[config.mk]
export PLATFORM = sky130hd
export DESIGN_NAME = gmiiTrafficTop
export DESIGN_NICKNAME = d
export VERILOG_FILES = /design/src/common/gmiiTrafficPkg.sv /design/src/common/frameCfgIf.sv /design/src/pktCtrl.sv /design/src/frameGen/frameGen.sv /design/src/frameCheck/frameCheck.sv /design/src/gmiiTrafficTop.sv
export SDC_FILE = /design/constraint.sdc
export NUM_CORES = 1
export LEC_CHECK = 0
export ABC_AREA = 0
export BUFFER_PORTS_ARGS = -buffer_cell sky130_fd_sc_hd__buf_2
export CAP_MARGIN = 20
export CORE_AREA = 4 4 118 120
export CTS_BUF_LIST = sky130_fd_sc_hd__clkbuf_16
export CTS_CLUSTER_SIZE = 14
export DETAILED_ROUTE_END_ITERATION = 7
export DIE_AREA = 0 0 122 124
export PLACE_DENSITY = 0.76
export SLEW_MARGIN = 20
export SYNTH_ARGS = -nofsm -noshare
export SYNTH_HDL_FRONTEND = slang
export SYNTH_SLANG_ARGS = --single-unit
[constraint.sdc]
create_clock -name w_u0GMIIClk -period 3.2 [get_ports w_u0GMIIClk]
set_clock_uncertainty 0.1 [all_clocks]
set_input_delay 0.16 -clock w_u0GMIIClk [delete_from_list [all_inputs] [get_ports w_u0GMIIClk]]
set_output_delay 0.16 -clock w_u0GMIIClk [all_outputs]
set_load 0.02 [all_outputs]
[src/common/gmiiTrafficPkg.sv]
// GMII traffic package with field widths, framing constants, LFSR step and controller states
package gmiiTrafficPkg;

	typedef logic [7:0]  octetT;     // One GMII data octet
	typedef logic [15:0] frameLenT;  // Octets incl. preamble and SFD
	typedef logic [7:0]  frameCntT;
	typedef logic [5:0]  ifgLenT;    // Idle cycles between frames
	typedef logic [7:0]  lfsrT;

	localparam octetT    PreambleOctet = 8'h55;
	localparam octetT    SfdOctet      = 8'hD5;
	localparam frameLenT PreambleLen   = 16'd7;
	localparam frameLenT LenFieldPos   = 16'd8;  // Low byte here, high byte next, payload after
	localparam frameLenT MinFrameLen   = 16'd64;
	localparam lfsrT     LfsrTaps      = 8'hB8;  // x^8+x^6+x^5+x^4+1, right-shifting Galois form

	typedef enum logic [1:0] {
		Idle,
		Send,
		Gap
	} ctrlStateT;

	// One Galois step; the all-zero state would lock up so it restarts at 1
	function automatic lfsrT lfsrNext(input lfsrT s);
		lfsrT n;
		if (s == '0)
			n = 8'h01;
		else
			n = (s >> 1) ^ (s[0] ? LfsrTaps : '0);
		return n;
	endfunction

	// Octet expected at a given frame position
	function automatic octetT frameOctet(input frameLenT idx, input frameLenT len,
		input lfsrT lfsr);
		octetT o;
		if (idx < PreambleLen)
			o = PreambleOctet;
		else if (idx == PreambleLen)
			o = SfdOctet;
		else if (idx == LenFieldPos)
			o = len[7:0];
		else if (idx == LenFieldPos + 1'b1)
			o = len[15:8];
		else
			o = lfsr;  // Payload
		return o;
	endfunction

endpackage

[src/common/frameCfgIf.sv]
// Per-frame control link between the burst controller and the transmit and receive datapaths
`timescale 1ns/1ps

interface frameCfgIf;

	gmiiTrafficPkg::frameLenT frameLen;  // Held for the whole burst
	gmiiTrafficPkg::lfsrT     seed;
	logic                     frameStartStb;
	logic                     frameEndStb;  // Coincides with the last transmitted octet

	modport ctrl (
		output frameLen,
		output seed,
		output frameStartStb,
		input  frameEndStb
	);

	modport gen (
		input  frameLen,
		input  seed,
		input  frameStartStb,
		output frameEndStb
	);

	// Checker only needs to rebuild the expected frame
	modport chk (
		input  frameLen,
		input  seed
	);

endinterface

[src/pktCtrl.sv]
// Burst controller that sequences frames and inter-frame gaps and flags the end of a burst
`timescale 1ns/1ps

module pktCtrl #(
	parameter int MinIfg = 12  // At least 3 and below 64
) (
	input  logic                     w_u0GMIIClk,
	input  logic                     i_reset,
	input  logic                     i_startStb,
	input  gmiiTrafficPkg::frameLenT i_frameLen,
	input  gmiiTrafficPkg::frameCntT i_frameCnt,
	input  gmiiTrafficPkg::ifgLenT   i_ifgLen,
	input  gmiiTrafficPkg::lfsrT     i_seed,
	output logic                     o_busy,
	output logic                     o_doneStb,
	frameCfgIf.ctrl                  cfg
);

	gmiiTrafficPkg::ctrlStateT state;
	gmiiTrafficPkg::frameCntT  framesLeft;  // Frames still to send after the current one
	gmiiTrafficPkg::ifgLenT    effGap;
	gmiiTrafficPkg::ifgLenT    gapCnt;
	gmiiTrafficPkg::ifgLenT    minGap;
	logic                      startOk;

	assign minGap  = gmiiTrafficPkg::ifgLenT'(MinIfg);
	assign o_busy  = (state != gmiiTrafficPkg::Idle);
	assign startOk = (state == gmiiTrafficPkg::Idle) && i_startStb;  // Strobes while busy dropped

	// Burst settings stay put until the next accepted strobe
	always_ff @(posedge w_u0GMIIClk)
	begin
		if (startOk)
		begin
			cfg.frameLen <= i_frameLen;
			cfg.seed     <= i_seed;
			effGap       <= (i_ifgLen > minGap) ? i_ifgLen : minGap;
		end
	end

	// Gap count is shortened by the two-cycle start latency of the generator
	always_ff @(posedge w_u0GMIIClk)
	begin
		if (i_reset)
		begin
			state             <= gmiiTrafficPkg::Idle;
			framesLeft        <= '0;
			gapCnt            <= '0;
			cfg.frameStartStb <= 1'b0;
			o_doneStb         <= 1'b0;
		end
		else
		begin
			cfg.frameStartStb <= 1'b0;
			o_doneStb         <= 1'b0;
			case (state)
				gmiiTrafficPkg::Idle:
				begin
					if (startOk)
					begin
						// Zero count means a single frame
						framesLeft        <= (i_frameCnt == '0) ? '0 : i_frameCnt - 1'b1;
						cfg.frameStartStb <= 1'b1;
						state             <= gmiiTrafficPkg::Send;
					end
				end
				gmiiTrafficPkg::Send:
				begin
					if (cfg.frameEndStb)
					begin
						state  <= gmiiTrafficPkg::Gap;
						gapCnt <= (framesLeft != '0) ? effGap - gmiiTrafficPkg::ifgLenT'(3)
							: effGap - gmiiTrafficPkg::ifgLenT'(1);
					end
				end
				gmiiTrafficPkg::Gap:
				begin
					if (gapCnt != '0)
						gapCnt <= gapCnt - 1'b1;
					else if (framesLeft != '0)
					begin
						framesLeft        <= framesLeft - 1'b1;
						cfg.frameStartStb <= 1'b1;
						state             <= gmiiTrafficPkg::Send;
					end
					else
					begin
						o_doneStb <= 1'b1;  // Busy drops in the same cycle
						state     <= gmiiTrafficPkg::Idle;
					end
				end
				default: state <= gmiiTrafficPkg::Idle;
			endcase
		end
	end

endmodule

[src/frameGen/frameGen.sv]
// Transmit frame generator emitting preamble, SFD, length field and LFSR payload on GMII
`timescale 1ns/1ps

module frameGen (
	input  logic                  w_u0GMIIClk,
	input  logic                  i_reset,
	frameCfgIf.gen                cfg,
	output gmiiTrafficPkg::octetT o_txD,
	output logic                  o_txEn
);

	logic                     running;
	gmiiTrafficPkg::frameLenT idx;  // Position of the octet being built
	gmiiTrafficPkg::lfsrT     lfsr;
	gmiiTrafficPkg::octetT    nextOctet;
	logic                     lastOctet;
	logic                     inPayload;

	assign lastOctet = (idx == cfg.frameLen - 1'b1);
	assign inPayload = (idx > gmiiTrafficPkg::LenFieldPos + 1'b1);
	assign nextOctet = gmiiTrafficPkg::frameOctet(idx, cfg.frameLen, lfsr);

	// Octet sequencer
	always_ff @(posedge w_u0GMIIClk)
	begin
		if (i_reset)
		begin
			running <= 1'b0;
			idx     <= '0;
		end
		else if (cfg.frameStartStb)
		begin
			running <= 1'b1;
			idx     <= '0;
		end
		else if (running)
		begin
			idx <= idx + 1'b1;
			if (lastOctet)
				running <= 1'b0;
		end
	end

	// Payload generator, steps once per payload octet sent
	always_ff @(posedge w_u0GMIIClk)
	begin
		if (cfg.frameStartStb)
			lfsr <= cfg.seed;
		else if (running && inPayload)
			lfsr <= gmiiTrafficPkg::lfsrNext(lfsr);
	end

	// Registered GMII outputs, end strobe aligned to the final octet
	always_ff @(posedge w_u0GMIIClk)
	begin
		if (i_reset)
		begin
			o_txEn          <= 1'b0;
			o_txD           <= '0;
			cfg.frameEndStb <= 1'b0;
		end
		else
		begin
			o_txEn          <= running;
			o_txD           <= running ? nextOctet : '0;  // Idle data kept at zero
			cfg.frameEndStb <= running && lastOctet;
		end
	end

endmodule

[src/frameCheck/frameCheck.sv]
// Receive frame checker comparing GMII octets with the expected frame and counting results
`timescale 1ns/1ps

module frameCheck (
	input  logic                     w_u0GMIIClk,
	input  logic                     i_reset,
	input  gmiiTrafficPkg::octetT    i_rxD,
	input  logic                     i_rxDv,
	input  logic                     i_rxEr,
	frameCfgIf.chk                   cfg,
	output gmiiTrafficPkg::frameCntT o_goodFrames,
	output gmiiTrafficPkg::frameCntT o_badFrames
);

	logic                     inFrame;  // rxDv of the previous cycle
	gmiiTrafficPkg::frameLenT cnt;      // Octets received so far
	gmiiTrafficPkg::frameLenT curIdx;
	gmiiTrafficPkg::frameLenT rxLen;    // Length field as received
	gmiiTrafficPkg::lfsrT     lfsr;
	gmiiTrafficPkg::octetT    expOctet;
	logic                     mismatch;
	logic                     errSeen;
	logic                     frameBad;
	logic                     frameDone;

	assign curIdx    = inFrame ? cnt : '0;  // First octet of a frame is index 0
	assign expOctet  = gmiiTrafficPkg::frameOctet(curIdx, cfg.frameLen, lfsr);
	assign mismatch  = i_rxDv && (i_rxD != expOctet);
	assign frameDone = inFrame && !i_rxDv;

	// Runts and length disagreements count as bad too
	assign frameBad = errSeen || (cnt != rxLen) || (cnt < gmiiTrafficPkg::MinFrameLen);

	always_ff @(posedge w_u0GMIIClk)
	begin
		if (i_rxDv && !inFrame)
			lfsr <= cfg.seed;
		else if (i_rxDv && curIdx > gmiiTrafficPkg::LenFieldPos + 1'b1)
			lfsr <= gmiiTrafficPkg::lfsrNext(lfsr);

		if (i_rxDv && curIdx == gmiiTrafficPkg::LenFieldPos)
			rxLen[7:0] <= i_rxD;
		if (i_rxDv && curIdx == gmiiTrafficPkg::LenFieldPos + 1'b1)
			rxLen[15:8] <= i_rxD;
	end

	always_ff @(posedge w_u0GMIIClk)
	begin
		if (i_reset)
		begin
			inFrame      <= 1'b0;
			cnt          <= '0;
			errSeen      <= 1'b0;
			o_goodFrames <= '0;
			o_badFrames  <= '0;
		end
		else
		begin
			inFrame <= i_rxDv;
			if (i_rxDv)
			begin
				cnt     <= curIdx + 1'b1;
				errSeen <= (inFrame && errSeen) || mismatch || i_rxEr;  // Cleared on a new frame
			end

			// Verdict in the cycle after rxDv drops, counters stick at all ones
			if (frameDone)
			begin
				if (frameBad)
				begin
					if (o_badFrames != '1)
						o_badFrames <= o_badFrames + 1'b1;
				end
				else if (o_goodFrames != '1)
					o_goodFrames <= o_goodFrames + 1'b1;
			end
		end
	end

endmodule

[src/gmiiTrafficTop.sv]
// GMII traffic generator and checker top level with burst control on plain ports
`timescale 1ns/1ps

module gmiiTrafficTop #(
	parameter int MinIfg = 12
) (
	input  logic                     w_u0GMIIClk,
	input  logic                     i_reset,

	// Burst configuration, sampled with the start strobe
	input  logic                     i_startStb,
	input  gmiiTrafficPkg::frameLenT i_frameLen,
	input  gmiiTrafficPkg::frameCntT i_frameCnt,
	input  gmiiTrafficPkg::ifgLenT   i_ifgLen,
	input  gmiiTrafficPkg::lfsrT     i_seed,

	// GMII transmit
	output gmiiTrafficPkg::octetT    o_txD,
	output logic                     o_txEn,

	// GMII receive
	input  gmiiTrafficPkg::octetT    i_rxD,
	input  logic                     i_rxDv,
	input  logic                     i_rxEr,

	output logic                     o_busy,
	output logic                     o_doneStb,
	output gmiiTrafficPkg::frameCntT o_goodFrames,
	output gmiiTrafficPkg::frameCntT o_badFrames
);

	frameCfgIf frameCfgIf_i ();

	pktCtrl #(
		.MinIfg (MinIfg)
	) pktCtrl_i (
		.w_u0GMIIClk (w_u0GMIIClk),
		.i_reset     (i_reset),
		.i_startStb  (i_startStb),
		.i_frameLen  (i_frameLen),
		.i_frameCnt  (i_frameCnt),
		.i_ifgLen    (i_ifgLen),
		.i_seed      (i_seed),
		.o_busy      (o_busy),
		.o_doneStb   (o_doneStb),
		.cfg         (frameCfgIf_i.ctrl)
	);

	frameGen frameGen_i (
		.w_u0GMIIClk (w_u0GMIIClk),
		.i_reset     (i_reset),
		.cfg         (frameCfgIf_i.gen),
		.o_txD       (o_txD),
		.o_txEn      (o_txEn)
	);

	frameCheck frameCheck_i (
		.w_u0GMIIClk  (w_u0GMIIClk),
		.i_reset      (i_reset),
		.i_rxD        (i_rxD),
		.i_rxDv       (i_rxDv),
		.i_rxEr       (i_rxEr),
		.cfg          (frameCfgIf_i.chk),
		.o_goodFrames (o_goodFrames),
		.o_badFrames  (o_badFrames)
	);

endmodule

==> results of run 1 <==
-- critical path: cells and delay by family (launching register included) --
family	cells	cell delay, ps
simple gates	4	1080
flops	1	510
fa+ha+maj	1	260
compound gates	4	680
-- area by class of cell --
| type | instances | share of cell area |
|---|---|---|
| Inverter | 37 | 0.0151 |
| Sequential cell | 141 | 0.375 |
| Multi-Input combinational cell | 602 | 0.423 |
| Clock inverter | 15 | 0.0216 |
| Timing Repair Buffer | 128 | 0.0944 |
| Tap cell | 176 | 0.0240 |
| Clock buffer | 17 | 0.0464 |
-- kinds of logic after synthesis --
group / synth area share
flops: 0.450
compound gates: 0.130
fa+ha+maj: 0.0304
mux: 0.0402
xor+xnor: 0.0904
buf+inv: 0.0435
simple gates: 0.216
-- routing by layer --
| metal | global-route usage | vias up | wire length (um) |
|---|---|---|---|
| li1 | - | 3183 | - |
| met1 | 0.323 | 3157 | 8060 |
| met2 | 0.473 | 271 | 9970 |
| met3 | 0.0513 | 48 | 1230 |
| met4 | 0.112 | 0 | 568 |
| met5 | 0 | - | 0 |
-- cells in the final DEF, fill, tap and decap left out, types with 30 or more instances in the layout --
cell type and instances:
sky130_fd_sc_hd__buf_2 77, sky130_fd_sc_hd__edfxtp_1 62, sky130_fd_sc_hd__nand3_1 30, sky130_fd_sc_hd__dfxtp_1 79
sky130_fd_sc_hd__nor2_1 92, sky130_fd_sc_hd__inv_1 36, sky130_fd_sc_hd__a21oi_1 48, sky130_fd_sc_hd__nor3_1 33
sky130_fd_sc_hd__dlygate4sd3_1 39, sky130_fd_sc_hd__nand2_1 69, sky130_fd_sc_hd__xnor2_1 42, sky130_fd_sc_hd__xor2_1 37
-- power groups by stage --
stage | combinational [mW] | clock [mW] | sequential [mW]
global route | 1.45 | 2.19 | 2.45
CTS | 1.29 | 2.10 | 2.42
floorplan | 0.980 | 0 | 2.34
global placement | 1.19 | 0 | 2.44
finish | 1.30 | 2.08 | 2.43
detailed placement | 1.24 | 0 | 2.45
-- registers in the layout (all words and copies together), names as in the netlist, 2 cells and up --
| register | cells |
|---|---|
| pktCtrl_i.effGap | 6 |
| frameCheck_i.cnt | 16 |
| frameCheck_i.o_badFrames | 8 |
| pktCtrl_i.cfg.seed | 8 |
| frameCheck_i.rxLen | 16 |
| frameGen_i.lfsr | 8 |
| frameCheck_i.lfsr | 8 |
| frameGen_i.o_txD | 8 |
| pktCtrl_i.gapCnt | 6 |
| frameGen_i.idx | 16 |
| pktCtrl_i.cfg.frameLen | 16 |
| frameCheck_i.o_goodFrames | 8 |
| pktCtrl_i.state | 2 |
| pktCtrl_i.framesLeft | 8 |
-- worst paths after layout --
| kind | startpoint | to | depth (start not counted) |
|---|---|---|---|
| worst max-delay path | frameCheck_i.inFrame$_SDFF_PP0_ | frameCheck_i.errSeen$_SDFFE_PP0P_ | 9 |
| worst min-delay path | i_rxDv | frameCheck_i.cnt[4]$_SDFFE_PP0P_ | 4 |
| worst max register to register | frameCheck_i.inFrame$_SDFF_PP0_ | frameCheck_i.errSeen$_SDFFE_PP0P_ | 9 |
| worst min register to register | pktCtrl_i.gapCnt[1]$_SDFFE_PP0P_ | pktCtrl_i.gapCnt[1]$_SDFFE_PP0P_ | 2 |
-- what timing repair did --
| item | CTS | global route |
|---|---|---|
| hold buffers | 39 | 0 |
| hold endpoints to repair | 47 | 0 |
| setup endpoints to repair | 0 | 0 |
==> flow_summary.toml, run 1 <==
[synthesis]
post_synth.cell_area_avg_um2 = 9.27
synth.cells.most_frequent = "sky130_fd_sc_hd__nor2_1, sky130_fd_sc_hd__dfxtp_1, sky130_fd_sc_hd__nand2_1"
synthArstFlopShare = 0
postSynthCellCount = 826
yosysMostFrequentCell = "sky130_fd_sc_hd__nor2_1"
yosysWarningCount = 0
synth_enable_flop_cells = 62
mappedNetlistNets = 895
synth.lib_cells_used.distinct = 74
yosys_most_used_dff = "sky130_fd_sc_hd__dfxtp_1"
synth_sequential_area_ratio = 0.450
synth.ff_latch_count = 141
netlist_top_cells_area = "sky130_fd_sc_hd__edfxtp_1, sky130_fd_sc_hd__dfxtp_1, sky130_fd_sc_hd__xnor2_1"
syn_area_um2 = 7660
netlist.area_leader.share = 0.243
synth_top_cell_by_area = "sky130_fd_sc_hd__edfxtp_1"

[sta]
finalHoldViolations = 0
final_period_minus_worst_setup_slack_ps = 2760
slew_violations = 0
fmax_mhz = 362
setup_violators_final = 0
max-slew-margin-rel = 0.382
final_min_period_over_clock_period = 0.863
final.hold.worst_slack_ps = 73.4
post-route-worst-setup-slack_ps = 437
setup_total_neg_slack_ps = 0
timing_worst_slew_pin_value_ps = 928
grt_setup_unrepaired = "false"

[cells_and_area]
instances_no_fill = 1116
fillers = 990
layout.area.seq_um2 = 3440
area_occupied_by_multi_input_gates_um2 = 3880
synthToLayoutAreaGrowth_pct = 19.8
post_route_cells_drive_above_1_share = 0.155
finish.utilization = 0.707
final_area_um2 = 9170
nNetsFinal = 996
antenna_cells = 0

[floorplanning]
ios = 78
fp.dieArea_um2 = 15100
dieWidth_um = 122
row_count = 42
start_util = 0.590
dieHeight_um = 124
floorplan_core_area_um2 = 13000

[clocking]
post-cts-setup-buffer-count = 0
cts_inserted_buffers = 17
clock_sinks = 141
clock_path_buffers = 2
clkTransAtPathRegs_ps = 60
post_cts_repair_resize_count = 0
clk_latency_ps = 420
htreeDepth = 4
cts_root_buf = "sky130_fd_sc_hd__clkbuf_16"
tritoncts = "yes"

[drt]
drt-vias-per-instance = 5.97
remaining_routing_drc_violations = 0
routed_wl_mm = 19.8
drt-initial-drc-count = 568
postRouteAntennaNets = 0
average_wire_per_standard_cell_um = 17.8
dr_total_vias = 6659
drtPass1Iterations = 5

[setup_path]
required_ps = 3390
ff2ff_setup_slack_ps = 440
critical_path.startpoint_type = "register"
cp_max_fo = 11
slowest_delay_ps = 510
crit_type = "register to register"
worst_setup_ep_type = "register"
critPathSlowestCell = "sky130_fd_sc_hd__dfxtp_1"
path_cells = "nand2_1 -> ha_1 -> nand4b_1 -> nand3_1 -> o22ai_1 -> a21o_1 -> or4b_1 -> o311ai_1 -> o211ai_1"
worstPathArrival_ps = 2950

[power_and_ir_drop]
power_switching_share = 0.311
total_leakage_power_nw = 3.50
share_seq_of_total_power = 0.418
power_frac_clock = 0.358
total_power_mw = 5.81
comb_power_frac = 0.224
cell_internal_pwr_mw = 4.00
switchingPower_mw = 1.81
power_density_nw_per_um2 = 633
peak_ir_drop_on_the_vdd_network_uv = 629

[grt]
grt_start_max_net_pins = 34
first_global_vias = 6376
grt.total_usage = 0.269
grt.overflow.total = 0
number_of_antenna_violations_at_the_first_check_in_global_routing = 0
wire_length_of_the_first_global_routing_pass_mm = 31.8

[run]
maxCapViolCount = 0

[min_path]
worst_hold_path_type = "input port to register"

[place]
hpwl_mm = 13.5
post-place-cells = 1045
post_dp_cell_area_um2 = 8160
placement.setup.worst_slack_ps = 494
io_buffers = 77
globalplace.congestion = 0.881

[outcome]
outcome = "complete, no violations"
(Power assumes the default switching activity.)
==> run 2, diff against run 1 <==
==> constraint.sdc (replaced) <==
create_clock -name w_u0GMIIClk -period 3.2 [get_ports w_u0GMIIClk]
set_clock_uncertainty 0.1 [all_clocks]
set_input_delay 0 -clock w_u0GMIIClk [delete_from_list [all_inputs] [get_ports w_u0GMIIClk]]
set_output_delay 0 -clock w_u0GMIIClk [all_outputs]
set_load 0.02 [all_outputs]
==> run 2 against run 1 <==
Effect of this change: sequential cell count unchanged; design area increased by 0.87%; maximum frequency increased by 0.26%; core utilization increased by 0.62 points; die area unchanged; sequential share of layout area decreased by 0.32 points; clock power about the same; global-route usage decreased by 0.10 points; via count decreased by 0.41%; non-clock buffer count increased by 8; sequential power about the same; critical endpoint unchanged; largest power group unchanged; highest routed layer unchanged.
==> flow_summary.toml, run 2 (synthesis results as in run 1) <==
[outcome]
outcome = "complete, no violations"

[setup_path]
path_cells = "nand2_1 -> ha_1 -> nand4b_1 -> nand3_1 -> o22ai_1 -> a21o_1 -> or4b_1 -> o311ai_1 -> o211ai_1"
critPathSlowestCell = "sky130_fd_sc_hd__dfxtp_1"
path_buf_inv = 0
cp_max_fo = 11
critical_path.startpoint_type = "register"
worstPathArrival_ps = 2950
required_ps = 3400
worst_setup_ep_type = "register"
critPathLaunch = "frameCheck_i.inFrame$_SDFF_PP0_"
worst_reg2reg_startpoint = "frameCheck_i.inFrame$_SDFF_PP0_"
timing.critical_path.max_delay_family = "simple AND/OR/NAND/NOR gates"
crit_type = "register to register"
slowest_delay_ps = 510

[drt]
dr_total_vias = 6632
average_wire_per_standard_cell_um = 17.6
drt-vias-per-instance = 5.90
postRouteAntennaNets = 0
remaining_routing_drc_violations = 0
drt-initial-drc-count = 520
drtPass1Iterations = 5
routed_wl_mm = 19.8

[cells_and_area]
synthToLayoutAreaGrowth_pct = 20.8
area_occupied_by_multi_input_gates_um2 = 3880
post_route_cells_drive_above_1_share = 0.154
layout.area.seq_um2 = 3440
nNetsFinal = 1004
final_area_um2 = 9250
layout_commonest_cell = "sky130_fd_sc_hd__nor2_1"
commonest_cells_after_routing_fill_and_taps_aside = "sky130_fd_sc_hd__nor2_1, sky130_fd_sc_hd__dfxtp_1, sky130_fd_sc_hd__buf_2, sky130_fd_sc_hd__nand2_1, sky130_fd_sc_hd__edfxtp_1"
fillers = 983
antenna_cells = 0

[sta]
finalHoldViolations = 0
final_period_minus_worst_setup_slack_ps = 2760
fmax_mhz = 363
setup_total_neg_slack_ps = 0
grt_setup_unrepaired = "false"
timing_worst_slew_pin_value_ps = 932
final.hold.worst_slack_ps = 51.3
setup_violators_final = 0
final_min_period_over_clock_period = 0.861
slew_violations = 0
max-slew-margin-rel = 0.379

[floorplanning]
dieHeight_um = 124
fp.dieArea_um2 = 15100
ios = 78
row_count = 42
start_util = 0.590
floorplan_core_area_um2 = 13000
dieWidth_um = 122

[place]
hpwl_mm = 13.5
globalplace.congestion = 0.881
post_dp_cell_area_um2 = 8160
io_buffers = 77

[grt]
grt.overflow.total = 0
wire_length_of_the_first_global_routing_pass_mm = 31.7
number_of_antenna_violations_at_the_first_check_in_global_routing = 0
first_global_vias = 6402
grt.total_usage = 0.268
grt_start_max_net_pins = 34

[clocking]
htreeDepth = 4
cts_root_buf = "sky130_fd_sc_hd__clkbuf_16"
clkTransAtPathRegs_ps = 60
tritoncts = "yes"
clock_sinks = 141
post_cts_repair_resize_count = 0
cts_inserted_buffers = 17
clk_latency_ps = 430
clock_path_buffers = 2

[power_and_ir_drop]
switchingPower_mw = 1.82
peak_ir_drop_on_the_vdd_network_uv = 630
power_switching_share = 0.312
total_leakage_power_nw = 3.54
power_frac_clock = 0.358
share_seq_of_total_power = 0.417
power_density_nw_per_um2 = 629
cell_internal_pwr_mw = 4.01
comb_power_frac = 0.225

[min_path]
worst_hold_path_type = "input port to register"
beginning_of_the_worst_hold_path = "i_frameCnt[2]"

[run]
maxCapViolCount = 0
-- run 2: stage by stage --
step	power [mW]	cells	setup slack [ps]	utilization
global route	6.10	1124	290	0.713
global placement	3.63	1045	575	0.628
CTS	5.81	1124	470	0.713
finish	5.82	1124	445	0.713
floorplan	3.32	826	464	-
detailed placement	3.69	1045	494	0.628
-- run 2: worst paths after layout --
check | endpoint | cells past startpoint | slack [ps]
max | frameCheck_i.errSeen$_SDFFE_PP0P_ | 9 | 440
min | pktCtrl_i.framesLeft[2]$_SDFFE_PP0P_ | 5 | 50
max reg2reg | frameCheck_i.errSeen$_SDFFE_PP0P_ | 9 | 440
min reg2reg | pktCtrl_i.gapCnt[1]$_SDFFE_PP0P_ | 2 | 410
-- run 2: worst register-to-register path, cell delays in order (launching register included) --
cell	delay, ps
sky130_fd_sc_hd__dfxtp_1	510
sky130_fd_sc_hd__nand2_1	120
sky130_fd_sc_hd__ha_1	260
sky130_fd_sc_hd__nand4b_1	280
sky130_fd_sc_hd__nand3_1	250
sky130_fd_sc_hd__o22ai_1	280
sky130_fd_sc_hd__a21o_1	180
sky130_fd_sc_hd__or4b_1	450
sky130_fd_sc_hd__o311ai_1	100
sky130_fd_sc_hd__o211ai_1	110
-- run 2: power groups by stage --
stage | Clock (mW) | Sequential, mW | Combinational [mW]
after global placement | 0 | 2.44 | 1.19
after CTS | 2.10 | 2.42 | 1.30
final | 2.09 | 2.43 | 1.31
after floorplan | 0 | 2.34 | 0.980
after detailed placement | 0 | 2.45 | 1.24
after global routing | 2.19 | 2.45 | 1.46
-- run 2: repair_timing --
item / CTS / global route
setup buffers: 0 / 0
endpoints found under the hold margin: 69 / 0
hold buffers: 47 / 0
setup endpoints to repair: 0 / 0
-- run 2: final cells by class --
| cell class | count | share of cell area |
|---|---|---|
| Timing Repair Buffer | 136 | 0.102 |
| Sequential cell | 141 | 0.372 |
| Inverter | 37 | 0.0150 |
| Clock inverter | 15 | 0.0214 |
| Tap cell | 176 | 0.0238 |
| Clock buffer | 17 | 0.0460 |
| Multi-Input combinational cell | 602 | 0.419 |
-- run 2: metal layers --
metal  vias up  routed length, um  track usage
met4         0                517        0.113
met3        46               1000       0.0490
met2       232              10000        0.473
li1       3190                  -            -
met1      3164               8240        0.322
met5         -                  0            0
==> run 3, diff against run 2 <==
CORE_AREA = 4 4 144 146   (was 4 4 118 120)
CTS_CLUSTER_DIAMETER = 120   (was default)
DIE_AREA = 0 0 148 150   (was 0 0 122 124)
PLACE_DENSITY = 0.53   (was 0.76)
==> run 3 against run 2 <==
Effect of this change: combinational power hardly changed; count of clock-buffer cells in the layout is 1 higher; via count is 4.8% lower; hold slack worse by 13 ps; global-route usage is 8.7 points lower; maximum frequency is 1.3% lower; worst setup slack worse by 36 ps; sequential cell count stayed put; core utilization is 22 points lower; critical path depth is 2 lower; non-clock buffer count is 10 higher.
==> flow_summary.toml, run 3 (synthesis results as in run 1) <==
[floorplanning]
fp.dieArea_um2 = 22200
dieHeight_um = 150
floorplan_core_area_um2 = 19400
row_count = 51
ios = 78
dieWidth_um = 148
start_util = 0.395

[sta]
slew_violations = 0
post-route-worst-setup-slack_ps = 409
final_period_minus_worst_setup_slack_ps = 2790
timing_worst_slew_pin_value_ps = 856
max-slew-margin-rel = 0.429
fmax_mhz = 358
finalHoldViolations = 0
grt_setup_unrepaired = "false"
setup_violators_final = 0
setup_total_neg_slack_ps = 0
final_min_period_over_clock_period = 0.872
final.hold.worst_slack_ps = 38.1

[power_and_ir_drop]
power_density_nw_per_um2 = 625
switchingPower_mw = 1.78
total_leakage_power_nw = 3.62
power_switching_share = 0.301
cell_internal_pwr_mw = 4.15
share_seq_of_total_power = 0.408
peak_ir_drop_on_the_vdd_network_uv = 418
comb_power_frac = 0.219
power_frac_clock = 0.373

[drt]
drt-vias-per-instance = 5.16
average_wire_per_standard_cell_um = 16.1
postRouteAntennaNets = 0
remaining_routing_drc_violations = 0
drtPass1Iterations = 5
dr_total_vias = 6313
drt-initial-drc-count = 416
routed_wl_mm = 19.7

[grt]
number_of_antenna_violations_at_the_first_check_in_global_routing = 0
grt.overflow.total = 0
grt_use_met2 = 0.295
wire_length_of_the_first_global_routing_pass_mm = 32.0
grt_start_max_net_pins = 42
grt_util_met1 = 0.243
grt.total_usage = 0.181
first_global_vias = 5991
met3_usage = 0.0385
grt_most_used_layer = "met2"

[cells_and_area]
layout.area.seq_um2 = 3440
nNetsFinal = 1014
instances_no_fill = 1223
post_route_cells_drive_above_1_share = 0.163
layout_commonest_cell = "sky130_fd_sc_hd__nor2_1"
synthToLayoutAreaGrowth_pct = 23.8
commonest_cells_after_routing_fill_and_taps_aside = "sky130_fd_sc_hd__nor2_1, sky130_fd_sc_hd__dfxtp_1, sky130_fd_sc_hd__buf_2, sky130_fd_sc_hd__nand2_1, sky130_fd_sc_hd__edfxtp_1"
area_occupied_by_multi_input_gates_um2 = 3880
fillers = 1866
antenna_cells = 0

[setup_path]
critPathLaunch = "frameCheck_i.cnt[12]$_SDFFE_PP0P_"
crit_type = "register to register"
critical_path.startpoint_type = "register"
worst_setup_ep_type = "register"
required_ps = 3380
worst_reg2reg_startpoint = "frameCheck_i.cnt[12]$_SDFFE_PP0P_"
worstPathArrival_ps = 2970
cp_max_fo = 12

[min_path]
beginning_of_the_worst_hold_path = "i_frameCnt[2]"
worst_hold_path_type = "input port to register"

[run]
maxCapViolCount = 0

[clocking]
tritoncts = "yes"
clk_latency_ps = 420
clock_sinks = 141
clock_path_buffers = 2
clkTransAtPathRegs_ps = 60
htreeDepth = 4
cts_root_buf = "sky130_fd_sc_hd__clkbuf_16"
cts_inserted_buffers = 17
post-cts-setup-buffer-count = 0

[place]
placement.setup.worst_slack_ps = 476
io_buffers = 77
post-place-cells = 1145
globalplace.congestion = 0.881
hpwl_mm = 14.1

[outcome]
outcome = "complete, no violations"
[run 3: cell types whose count changed in the layout (fill, tap and decap cells not counted), sizes merged]
cell	previous run	this run
clkinvlp	5	2
buf	89	100
bufinv	4	5
clkinv	7	6
dlygate4sd3	47	46
clkbuf	17	18
inv	36	38
[run 3: cell type report]
class,instances,share of cell area
sequential,141,0.363
clock buffer,18,0.0475
tap,265,0.0350
clock inverter,14,0.0228
timing repair buffer,146,0.107
multi-input combinational,602,0.409
inverter,37,0.0147
[run 3: metal layers]
layer | up-vias | share of wire
li1 | 3210 | -
met1 | 2969 | 0.48
met2 | 118 | 0.47
met3 | 16 | 0.035
met4 | 0 | 0.013
met5 | - | 0
[run 3: worst paths after layout]
kind                                          end  slack, ps  cells after the start
min          pktCtrl_i.framesLeft[2]$_SDFFE_PP0P_         40                      5
min reg2reg      pktCtrl_i.gapCnt[1]$_SDFFE_PP0P_        400                      2
max reg2reg     frameCheck_i.errSeen$_SDFFE_PP0P_        410                      7
max             frameCheck_i.errSeen$_SDFFE_PP0P_        410                      7
[run 3: repair_timing]
item	4_1_cts	5_1_grt
hold buffers	46	0
resized for setup	0	0
endpoints found under the hold margin	67	0
endpoints found under the setup margin	0	0
[run 3: worst max-delay path, cell delays in order (launching register included)]
cell,delay (ps)
sky130_fd_sc_hd__dfxtp_1,340
sky130_fd_sc_hd__nor4_2,500
sky130_fd_sc_hd__nand4_1,520
sky130_fd_sc_hd__a21o_1,310
sky130_fd_sc_hd__a311oi_1,320
sky130_fd_sc_hd__o2111ai_1,170
sky130_fd_sc_hd__o31ai_1,280
sky130_fd_sc_hd__o211ai_1,110
[run 3: power by group through the flow]
stage / logic [mW] / registers [mW] / clock network [mW]
floorplan: 0.980 / 2.34 / 0
global placement: 1.26 / 2.45 / 0
detailed placement: 1.26 / 2.45 / 0
CTS: 1.31 / 2.41 / 2.26
global route: 1.48 / 2.45 / 2.35
finish: 1.30 / 2.42 / 2.21
[run 3: metrics by stage]
step / util / power [mW] / cell area [um^2]
floorplan: - / 3.32 / 7660
global placement: 0.431 / 3.71 / 8350
detailed placement: 0.431 / 3.71 / 8350
CTS: 0.489 / 5.99 / 9480
global route: 0.489 / 6.28 / 9480
finish: 0.489 / 5.93 / 9480
